[src/verilog/mc_net_pkg.sv]
// network packet field widths and opcode types, imported by every stage that handles packet fields
`default_nettype none

package mc_net_pkg;

  // ------------------------------
  // field widths
  // ------------------------------

  // scratchpad word address as carried on the mesh
  localparam int MC_ADDR_W = 8;
  // payload word
  localparam int MC_DATA_W = 32;
  // one mesh coordinate, x or y
  localparam int MC_CORD_W = 4;

  // ------------------------------
  // opcodes
  // ------------------------------

  // request opcode, one bit on the wire
  typedef enum logic {
    load  = 1'b0,
    store = 1'b1
  } mc_op_e;

  // return opcode, tells the requester which kind of reply this is
  typedef enum logic {
    ret_load  = 1'b0,
    ret_store = 1'b1
  } mc_ret_op_e;

  // ------------------------------
  // packed word widths
  // ------------------------------

  // request word: op, addr, data, src x, src y (msb first)
  localparam int MC_REQ_W = 1 + MC_ADDR_W + MC_DATA_W + 2 * MC_CORD_W;

  // return word: ret op, data, dst x, dst y (msb first)
  localparam int MC_RET_W = 1 + MC_DATA_W + 2 * MC_CORD_W;

endpackage

`default_nettype wire

[src/verilog/mc_cfg_pkg.sv]
// default buffer depths, credit counts and scratchpad size, used as top level parameter defaults
`default_nettype none

package mc_cfg_pkg;

  // forward FIFO depth, also the credits the network holds at reset
  localparam int MC_FWD_ELS = 4;

  // response FIFO depth and initial response-space credits
  localparam int MC_REV_ELS = 3;

  // credits for launching local requests onto the mesh
  localparam int MC_LINK_CREDITS = 4;

  // incoming-return FIFO depth
  localparam int MC_RET_ELS = 4;

  // scratchpad words
  localparam int MC_MEM_WORDS = 16;

  // outstanding-request counter width
  localparam int MC_CREDIT_W = 6;

endpackage

`default_nettype wire

[src/verilog/mc_req_if.sv]
// request packet bundle with valid and yumi strobes, connects the inner stages of the request path
`timescale 1ns/1ns
`default_nettype none

interface mc_req_if
  import mc_net_pkg::*;
();

  // strobes, yumi means the consumer takes the packet this cycle
  logic                 v;
  logic                 yumi;

  // packet fields
  mc_op_e               op;
  logic [MC_ADDR_W-1:0] addr;
  logic [MC_DATA_W-1:0] data;
  logic [MC_CORD_W-1:0] src_x;
  logic [MC_CORD_W-1:0] src_y;

  // side that offers a request
  modport producer (
    output v, op, addr, data, src_x, src_y,
    input  yumi
  );

  // side that takes a request
  modport consumer (
    input  v, op, addr, data, src_x, src_y,
    output yumi
  );

endinterface

`default_nettype wire

[src/verilog/mc_fifo.sv]
// synchronous circular-buffer FIFO, instantiated for the forward, response and incoming-return paths
`timescale 1ns/1ns
`default_nettype none

module mc_fifo #(
  parameter int els_p,
  parameter int width_p
) (
  input  logic               clk_i,
  input  logic               reset_i,
  input  logic               wr_v_i,
  input  logic [width_p-1:0] wr_data_i,
  input  logic               rd_yumi_i,
  output logic               rd_v_o,
  output logic [width_p-1:0] rd_data_o,
  output logic               full_o
);

  // pointer width, at least one bit for a single entry
  localparam int ptr_w_lp = (els_p > 1) ? $clog2(els_p) : 1;
  // count has to reach els_p itself
  localparam int cnt_w_lp = $clog2(els_p + 1);

  logic [width_p-1:0]  mem_r [els_p];
  logic [ptr_w_lp-1:0] wr_ptr_r;
  logic [ptr_w_lp-1:0] rd_ptr_r;
  logic [cnt_w_lp-1:0] count_r;

  // ------------------------------
  // pointers and occupancy
  // ------------------------------

  always_ff @(posedge clk_i) begin
    if (reset_i) begin
      wr_ptr_r <= '0;
      rd_ptr_r <= '0;
      count_r  <= '0;
    end else begin
      // wrap at els_p, depth need not be a power of two
      if (wr_v_i) begin
        wr_ptr_r <= (wr_ptr_r == ptr_w_lp'(els_p - 1)) ? '0 : wr_ptr_r + 1'b1;
      end
      if (rd_yumi_i) begin
        rd_ptr_r <= (rd_ptr_r == ptr_w_lp'(els_p - 1)) ? '0 : rd_ptr_r + 1'b1;
      end
      // simultaneous write and read leaves the count alone
      count_r <= count_r + cnt_w_lp'(wr_v_i) - cnt_w_lp'(rd_yumi_i);
    end
  end

  // ------------------------------
  // storage
  // ------------------------------

  // write when full is legal only together with a read, so the slot is free
  always_ff @(posedge clk_i) begin
    if (wr_v_i) begin
      mem_r[wr_ptr_r] <= wr_data_i;
    end
  end

  // head entry shows from the cycle after its write
  assign rd_data_o = mem_r[rd_ptr_r];
  assign rd_v_o    = (count_r != '0);
  assign full_o    = (count_r == cnt_w_lp'(els_p));

endmodule

`default_nettype wire

[src/verilog/mc_endpoint_fc.sv]
// flow-control stage: gates incoming requests on response space and meters outgoing launches
`timescale 1ns/1ns
`default_nettype none

module mc_endpoint_fc #(
  parameter int rev_els_p,
  parameter int link_credits_p,
  parameter int credit_w_p
) (
  input  logic                  clk_i,
  input  logic                  reset_i,
  // one pulse per response accepted by the network
  input  logic                  rev_credit_i,
  // outgoing request strobe and link credit returns
  input  logic                  loc_v_i,
  input  logic                  link_credit_i,
  // one pulse per incoming response dequeued by the local side
  input  logic                  loc_ret_done_i,
  output logic                  loc_ready_o,
  output logic [credit_w_p-1:0] out_credits_used_o,
  mc_req_if.consumer            fwd_req,
  mc_req_if.producer            core_req
);

  localparam int rsp_w_lp  = $clog2(rev_els_p + 1);
  localparam int link_w_lp = $clog2(link_credits_p + 1);

  logic [rsp_w_lp-1:0]   rsp_credit_r;
  logic [rsp_w_lp-1:0]   rsp_credit_avail;
  logic                  rsp_has_space;
  logic                  core_take;
  logic [link_w_lp-1:0]  link_credit_r;
  logic                  launch;
  logic [credit_w_p-1:0] out_used_r;

  // ------------------------------
  // incoming request path
  // ------------------------------

  // a credit coming back this cycle already counts, so the slot
  // freed by the network can be reused without a bubble
  assign rsp_credit_avail = rsp_credit_r + rsp_w_lp'(rev_credit_i);
  assign rsp_has_space    = (rsp_credit_avail != '0);

  // offer to the client only when its reply is sure of a response FIFO slot
  assign core_req.v     = fwd_req.v & rsp_has_space;
  assign core_req.op    = fwd_req.op;
  assign core_req.addr  = fwd_req.addr;
  assign core_req.data  = fwd_req.data;
  assign core_req.src_x = fwd_req.src_x;
  assign core_req.src_y = fwd_req.src_y;

  // client yumi is the forward FIFO dequeue
  assign fwd_req.yumi = core_req.yumi;
  assign core_take    = core_req.v & core_req.yumi;

  always_ff @(posedge clk_i) begin
    if (reset_i) begin
      rsp_credit_r <= rsp_w_lp'(rev_els_p);
    end else begin
      rsp_credit_r <= rsp_credit_avail - rsp_w_lp'(core_take);
    end
  end

  // ------------------------------
  // outgoing request path
  // ------------------------------

  // link credits start full, launches spend them
  assign loc_ready_o = (link_credit_r != '0);
  assign launch      = loc_v_i & loc_ready_o;

  always_ff @(posedge clk_i) begin
    if (reset_i) begin
      link_credit_r <= link_w_lp'(link_credits_p);
    end else begin
      link_credit_r <= link_credit_r + link_w_lp'(link_credit_i) - link_w_lp'(launch);
    end
  end

  // ------------------------------
  // outstanding requests
  // ------------------------------

  // up per launch, down per response handed to the local side
  always_ff @(posedge clk_i) begin
    if (reset_i) begin
      out_used_r <= '0;
    end else begin
      out_used_r <= out_used_r + credit_w_p'(launch) - credit_w_p'(loc_ret_done_i);
    end
  end

  assign out_credits_used_o = out_used_r;

endmodule

`default_nettype wire

[src/verilog/mc_mem_client.sv]
// scratchpad client: services loads and stores and registers one return word per request
`timescale 1ns/1ns
`default_nettype none

module mc_mem_client
  import mc_net_pkg::*;
#(
  parameter int mem_words_p
) (
  input  logic                 clk_i,
  input  logic                 reset_i,
  mc_req_if.consumer           core_req,
  // write side of the response FIFO
  output logic                 ret_wr_v_o,
  output mc_ret_op_e           ret_op_o,
  output logic [MC_DATA_W-1:0] ret_data_o,
  output logic [MC_CORD_W-1:0] ret_dst_x_o,
  output logic [MC_CORD_W-1:0] ret_dst_y_o
);

  localparam int idx_w_lp = (mem_words_p > 1) ? $clog2(mem_words_p) : 1;

  logic [MC_DATA_W-1:0] mem_r [mem_words_p];
  logic [idx_w_lp-1:0]  idx;
  logic                 is_store;
  logic                 ret_wr_v_r;
  mc_ret_op_e           ret_op_r;
  logic [MC_DATA_W-1:0] ret_data_r;
  logic [MC_CORD_W-1:0] ret_dst_x_r;
  logic [MC_CORD_W-1:0] ret_dst_y_r;

  // addresses beyond the scratchpad alias back into it
  assign idx      = idx_w_lp'(core_req.addr % mem_words_p);
  assign is_store = (core_req.op == store);

  // response space is already checked upstream, take whatever is offered
  assign core_req.yumi = core_req.v;

  // ------------------------------
  // scratchpad and reply strobe
  // ------------------------------

  always_ff @(posedge clk_i) begin
    if (reset_i) begin
      ret_wr_v_r <= 1'b0;
      for (int i = 0; i < mem_words_p; i++) begin
        mem_r[i] <= '0;
      end
    end else begin
      ret_wr_v_r <= core_req.v;
      if (core_req.v && is_store) begin
        mem_r[idx] <= core_req.data;
      end
    end
  end

  // ------------------------------
  // reply payload
  // ------------------------------

  // load reads the old word in the accept cycle, a store right before
  // it has already landed at the previous edge
  always_ff @(posedge clk_i) begin
    if (core_req.v) begin
      ret_op_r    <= is_store ? ret_store : ret_load;
      ret_data_r  <= is_store ? '0 : mem_r[idx];
      // reply goes back to whoever sent the request
      ret_dst_x_r <= core_req.src_x;
      ret_dst_y_r <= core_req.src_y;
    end
  end

  assign ret_wr_v_o  = ret_wr_v_r;
  assign ret_op_o    = ret_op_r;
  assign ret_data_o  = ret_data_r;
  assign ret_dst_x_o = ret_dst_x_r;
  assign ret_dst_y_o = ret_dst_y_r;

endmodule

`default_nettype wire

[src/verilog/mc_endpoint_top.sv]
// mesh endpoint top level: wires the three FIFOs, flow control and scratchpad client to the ports
`timescale 1ns/1ns
`default_nettype none

module mc_endpoint_top
  import mc_net_pkg::*, mc_cfg_pkg::*;
#(
  parameter int fwd_els_p      = MC_FWD_ELS,
  parameter int rev_els_p      = MC_REV_ELS,
  parameter int link_credits_p = MC_LINK_CREDITS,
  parameter int ret_els_p      = MC_RET_ELS,
  parameter int mem_words_p    = MC_MEM_WORDS,
  parameter int credit_w_p     = MC_CREDIT_W
) (
  input  logic                  clk_i,
  input  logic                  reset_i,
  // incoming requests from the mesh
  input  logic                  req_v_i,
  input  mc_op_e                req_op_i,
  input  logic [MC_ADDR_W-1:0]  req_addr_i,
  input  logic [MC_DATA_W-1:0]  req_data_i,
  input  logic [MC_CORD_W-1:0]  req_src_x_i,
  input  logic [MC_CORD_W-1:0]  req_src_y_i,
  output logic                  req_credit_o,
  // responses to the mesh
  output logic                  ret_v_o,
  output mc_ret_op_e            ret_op_o,
  output logic [MC_DATA_W-1:0]  ret_data_o,
  output logic [MC_CORD_W-1:0]  ret_dst_x_o,
  output logic [MC_CORD_W-1:0]  ret_dst_y_o,
  input  logic                  ret_ready_i,
  // outgoing requests from the tile
  input  logic                  loc_v_i,
  input  mc_op_e                loc_op_i,
  input  logic [MC_ADDR_W-1:0]  loc_addr_i,
  input  logic [MC_DATA_W-1:0]  loc_data_i,
  input  logic [MC_CORD_W-1:0]  loc_dst_x_i,
  input  logic [MC_CORD_W-1:0]  loc_dst_y_i,
  output logic                  loc_ready_o,
  output logic                  net_req_v_o,
  output mc_op_e                net_req_op_o,
  output logic [MC_ADDR_W-1:0]  net_req_addr_o,
  output logic [MC_DATA_W-1:0]  net_req_data_o,
  output logic [MC_CORD_W-1:0]  net_req_dst_x_o,
  output logic [MC_CORD_W-1:0]  net_req_dst_y_o,
  input  logic                  net_req_credit_i,
  // incoming responses for the tile
  input  logic                  net_ret_v_i,
  input  logic [MC_DATA_W-1:0]  net_ret_data_i,
  input  logic                  loc_ret_yumi_i,
  output logic                  loc_ret_v_o,
  output logic [MC_DATA_W-1:0]  loc_ret_data_o,
  output logic                  loc_ret_full_o,
  output logic [credit_w_p-1:0] out_credits_used_o
);

  logic [MC_REQ_W-1:0]  fwd_data_lo;
  logic                 rsp_wr_v;
  mc_ret_op_e           rsp_op;
  logic [MC_DATA_W-1:0] rsp_data;
  logic [MC_CORD_W-1:0] rsp_dst_x;
  logic [MC_CORD_W-1:0] rsp_dst_y;
  logic [MC_RET_W-1:0]  rsp_data_lo;
  logic                 rsp_accept;

  mc_req_if fwd_req ();
  mc_req_if core_req ();

  // ------------------------------
  // incoming request path
  // ------------------------------

  // the network holds fwd_els_p credits, so this FIFO never overflows
  mc_fifo #(.els_p(fwd_els_p), .width_p(MC_REQ_W)) fwd_fifo (
    .clk_i, .reset_i,
    .wr_v_i    (req_v_i),
    .wr_data_i ({req_op_i, req_addr_i, req_data_i, req_src_x_i, req_src_y_i}),
    .rd_yumi_i (fwd_req.yumi),
    .rd_v_o    (fwd_req.v),
    .rd_data_o (fwd_data_lo),
    .full_o    ()
  );

  // unpack the head word onto the request bundle
  assign fwd_req.op    = mc_op_e'(fwd_data_lo[MC_REQ_W-1]);
  assign fwd_req.addr  = fwd_data_lo[MC_REQ_W-2 -: MC_ADDR_W];
  assign fwd_req.data  = fwd_data_lo[2*MC_CORD_W +: MC_DATA_W];
  assign fwd_req.src_x = fwd_data_lo[MC_CORD_W +: MC_CORD_W];
  assign fwd_req.src_y = fwd_data_lo[0 +: MC_CORD_W];

  // each dequeue hands one link credit back to the network
  assign req_credit_o = fwd_req.yumi;

  mc_endpoint_fc #(
    .rev_els_p(rev_els_p), .link_credits_p(link_credits_p), .credit_w_p(credit_w_p)
  ) fc (
    .clk_i, .reset_i,
    .rev_credit_i       (rsp_accept),
    .loc_v_i            (loc_v_i),
    .link_credit_i      (net_req_credit_i),
    .loc_ret_done_i     (loc_ret_v_o & loc_ret_yumi_i),
    .loc_ready_o        (loc_ready_o),
    .out_credits_used_o (out_credits_used_o),
    .fwd_req            (fwd_req.consumer),
    .core_req           (core_req.producer)
  );

  mc_mem_client #(.mem_words_p(mem_words_p)) client (
    .clk_i, .reset_i,
    .core_req    (core_req.consumer),
    .ret_wr_v_o  (rsp_wr_v),
    .ret_op_o    (rsp_op),
    .ret_data_o  (rsp_data),
    .ret_dst_x_o (rsp_dst_x),
    .ret_dst_y_o (rsp_dst_y)
  );

  // ------------------------------
  // response path
  // ------------------------------

  mc_fifo #(.els_p(rev_els_p), .width_p(MC_RET_W)) rsp_fifo (
    .clk_i, .reset_i,
    .wr_v_i    (rsp_wr_v),
    .wr_data_i ({rsp_op, rsp_data, rsp_dst_x, rsp_dst_y}),
    .rd_yumi_i (rsp_accept),
    .rd_v_o    (ret_v_o),
    .rd_data_o (rsp_data_lo),
    .full_o    ()
  );

  // an accepted response frees one slot, that is the response-space credit
  assign rsp_accept  = ret_v_o & ret_ready_i;
  assign ret_op_o    = mc_ret_op_e'(rsp_data_lo[MC_RET_W-1]);
  assign ret_data_o  = rsp_data_lo[2*MC_CORD_W +: MC_DATA_W];
  assign ret_dst_x_o = rsp_data_lo[MC_CORD_W +: MC_CORD_W];
  assign ret_dst_y_o = rsp_data_lo[0 +: MC_CORD_W];

  // ------------------------------
  // outgoing requests and returns
  // ------------------------------

  // launch goes straight onto the mesh in the same cycle
  assign net_req_v_o     = loc_v_i & loc_ready_o;
  assign net_req_op_o    = loc_op_i;
  assign net_req_addr_o  = loc_addr_i;
  assign net_req_data_o  = loc_data_i;
  assign net_req_dst_x_o = loc_dst_x_i;
  assign net_req_dst_y_o = loc_dst_y_i;

  // sized for the outstanding limit, the mesh never overruns it
  mc_fifo #(.els_p(ret_els_p), .width_p(MC_DATA_W)) loc_ret_fifo (
    .clk_i, .reset_i,
    .wr_v_i    (net_ret_v_i),
    .wr_data_i (net_ret_data_i),
    .rd_yumi_i (loc_ret_yumi_i),
    .rd_v_o    (loc_ret_v_o),
    .rd_data_o (loc_ret_data_o),
    .full_o    (loc_ret_full_o)
  );

endmodule

`default_nettype wire

[config.mk]
export PLATFORM = sky130hd
export DESIGN_NAME = mc_endpoint_top
export DESIGN_NICKNAME = d
export VERILOG_FILES = /design/src/verilog/mc_net_pkg.sv /design/src/verilog/mc_cfg_pkg.sv /design/src/verilog/mc_req_if.sv /design/src/verilog/mc_fifo.sv /design/src/verilog/mc_endpoint_fc.sv /design/src/verilog/mc_mem_client.sv /design/src/verilog/mc_endpoint_top.sv
export SDC_FILE = /design/constraint.sdc
export NUM_CORES = 1
export LEC_CHECK = 0
export ABC_AREA = 1
export BUFFER_PORTS_ARGS = -buffer_cell sky130_fd_sc_hd__buf_2
export CAP_MARGIN = 10
export CORE_ASPECT_RATIO = 1.25
export CORE_MARGIN = 2
export CORE_UTILIZATION = 55
export DETAILED_ROUTE_END_ITERATION = 8
export GPL_ROUTABILITY_DRIVEN = 0
export GPL_TIMING_DRIVEN = 0
export HOLD_SLACK_MARGIN = 0.02
export PLACE_DENSITY_LB_ADDON = 0.1
export SYNTH_ARGS = -nofsm -noshare
export SYNTH_HDL_FRONTEND = slang
export SYNTH_HIERARCHICAL = 1
export SYNTH_SLANG_ARGS = --single-unit
export TNS_END_PERCENT = 100
[constraint.sdc]
create_clock -name clk_i -period 4.7 [get_ports clk_i]
set_clock_uncertainty 0.2 [all_clocks]
set_input_delay 0.47 -clock clk_i [delete_from_list [all_inputs] [get_ports clk_i]]
set_output_delay 0.47 -clock clk_i [all_outputs]
set_load 0.1 [all_outputs]
==> flow_metrics.tcl <==
set metrics [dict create \
    die-width_um 258 \
    vias 29500 \
    number_of_clock_buffers_inserted_by_tritoncts 99 \
    cts-root-buf "sky130_fd_sc_hd__clkbuf_16" \
    power_density_mw_per_mm2 627 \
    drv_cap 0 \
    fin_cells 5868 \
    post_cts_clock_slew_at_the_launch_and_capture_registers_of_the_worst_setup_and_hold_paths_ns 0.06 \
    place.detailed.instances 5605 \
    numClockSinks 1022 \
    cts_tree "yes" \
    peakVddDrop_mv 0.372 \
    post_drt_via_cell_ratio 5.03 \
    p_leak_uw 0.0221 \
    clock_tree.htree_level_count 3 \
    syn_area_per_cell_um2 10.3 \
    post_synth_inst_count 4303 \
    worst-endpoint-arrival_ns 4.20 \
    vertical_extent_of_the_die_um 322 \
    setup_viol 0 \
    fin_hold_ws_ns 0.0907 \
    diodes 0 \
    layout.nets 4897 \
    crit_type "flip-flop to flip-flop" \
    clk_latency_ns 0.66 \
    timing_max_transition_violations_final 0 \
    maximum_number_of_pins_on_one_net_before_global_route_repair 36 \
    residual_drc_count 0 \
    first_global_vias 29100 \
    starting_utilization_of_the_core_area_pct 55.5 \
    smallest_setup_slack_after_layout_ns 0.580 \
    rsz0062_at_grt "false" \
    post_detailed_placement_half_perimeter_wirelength_um 74900 \
    finalWirelength_um 105000 \
    final_antenna_net_count 0 \
    final_layout_size_suffix_gt1_share_pct 13.3 \
    cts.path.max_buffers 3 \
    met2_routed_length_um 54400 \
    grt_overflow_total 0 \
    grt_overall_usage_pct 25.4 \
    outcome "finished, final reports clean" \
    number_of_drc_markers_after_the_initial_detailed_route_iteration 2214 \
    ys_warn_count 6 \
    core_region_area_mm2 0.0800 \
    growth_of_design_area_from_synthesis_to_finish_pct 15.9 \
    floorplan.rows 116 \
    timing.critical_path.from_type "flip-flop" \
    critPathRequiredTime_ns 4.78 \
    grt_antenna_before_repair 0 \
    syn_area_mm2 0.0444 \
    fmaxAchievable_ghz 0.243 \
    detailed_route_wire_length_per_cell_um 17.8 \
    grt_first_pass_wirelength_um 161000 \
    finalHoldViolCount 0 \
    io_buffer_count 218 \
    element_type_at_the_critical_path_end "flip-flop" \
    worst-path-max-fanout 32 \
    timing_worst_slew_pin_value_ns 0.991 \
    pre_cts_ws_ns -0.296 \
    hold_path.class "input pin to flip-flop" \
    fin_crit_ns 4.12 \
    floorplan.die_area_mm2 0.0830 \
    drt_pass1_iterations 6 \
    met3_wirelength_um 5800 \
    drt-met1-wl_um 40800 \
    synth.net_count 4471 \
    highest_layer "met4" \
    fin_crit_sh_pct 87.7 \
    max_slew_headroom_pct 33.7 \
    boundaryPins 272 \
    final_core_util_pct 64.3 \
]
routing by layer:
layer | track usage, % | vias to the layer above
met5 | 0 | -
met2 | 46.3 | 843
met3 | 3.29 | 182
li1 | - | 14700
met1 | 30.4 | 13800
met4 | 10.1 | 0
through the flow:
stage,area [um^2],setup TNS [ns],power (uW)
floorplan,44400,0,20600
global placement,46800,-315.87,24100
detailed placement,47300,-44.99,24400
CTS,51400,0,32400
global route,51400,0,33900
finish,51400,0,32300
worst max-delay path, cell delays in order, from the launching register on:
cell and delay (ns):
sky130_fd_sc_hd__dfxtp_1 0.31, sky130_fd_sc_hd__inv_1 0.06, sky130_fd_sc_hd__nand2_1 0.08, sky130_fd_sc_hd__nand2_1 0.07
sky130_fd_sc_hd__inv_1 0.09, sky130_fd_sc_hd__ha_1 0.22, sky130_fd_sc_hd__xor2_1 0.19, sky130_fd_sc_hd__o21ai_2 0.43
sky130_fd_sc_hd__clkinvlp_4 0.30, sky130_fd_sc_hd__inv_1 0.09, sky130_fd_sc_hd__nor2_1 0.06, sky130_fd_sc_hd__nand2_2 0.22
sky130_fd_sc_hd__nor3_2 0.13, sky130_fd_sc_hd__nand2_1 0.25, sky130_fd_sc_hd__clkbuf_1 0.54, sky130_fd_sc_hd__nand2_4 0.47
layout by cell type, fill, tap and decap left out, drive strengths merged:
cell type	n
nand3	10
ha	26
nand4	1
nor3	8
fa	4
inv	260
clkinv	32
dlygate4sd3	81
o211ai	77
xor2	2
o21ai	82
buf	458
or2	2
clkinvlp	7
xnor2	3
clkbuf	269
a21oi	173
nand2	1623
dfxtp	38
edfxtp	984
bufinv	11
nor2	655
state kept, by name, summed over array words and instances (netlist names), 3 cells and up, named ones only:
signal                 cells
client/mem_r             512
fwd_fifo/mem_r           180
loc_ret_fifo/mem_r       128
rsp_fifo/mem_r           123
client/ret_data_o         32
fc/out_credits_used_o      6
client/ret_dst_x_o         4
client/ret_dst_y_o         4
fc/link_credit_r           3
fwd_fifo/count_r           3
loc_ret_fifo/count_r       3
area by class of cell:
cell class | count | area [um^2]
sequential | 1022 | 30300
fill | 6432 | 28500
multi-input combinational | 2666 | 11100
clock buffer | 133 | 2720
timing repair buffer | 323 | 2410
buffer | 352 | 2060
tap | 1062 | 1330
inverter | 263 | 998
clock inverter | 45 | 503
timing repair inverter | 2 | 10.0
final timing paths:
path	from	end	slack, ns	cells past startpoint
hold / removal	reset_i	loc_ret_fifo/wr_ptr_r[1]	0.09	2
hold reg to reg	client/ret_data_o[3]	rsp_fifo/mem_r[1][11]	0.27	0
setup / recovery	rsp_fifo/count_r[1]	client/mem_r[4][18]	0.58	15
setup reg to reg	rsp_fifo/count_r[1]	client/mem_r[4][18]	0.58	15
where the power goes:
part	internal, uW	switching, uW	total [uW]
sequential	11300	323	11700
combinational	2920	9760	12700
clock	4640	3300	7940
total	18900	13400	32300
what timing repair did:
| action | CTS | global route |
|---|---|---|
| setup buffers | 0 | 2 |
| endpoints found under the hold margin | 316 | 0 |
| endpoints found under the setup margin | 260 | 289 |
| cloned | 2 | 0 |
| gates resized for setup | 3 | 11 |
| hold buffers | 81 | 0 |
Note: power is estimated with default switching activity, not from simulation.
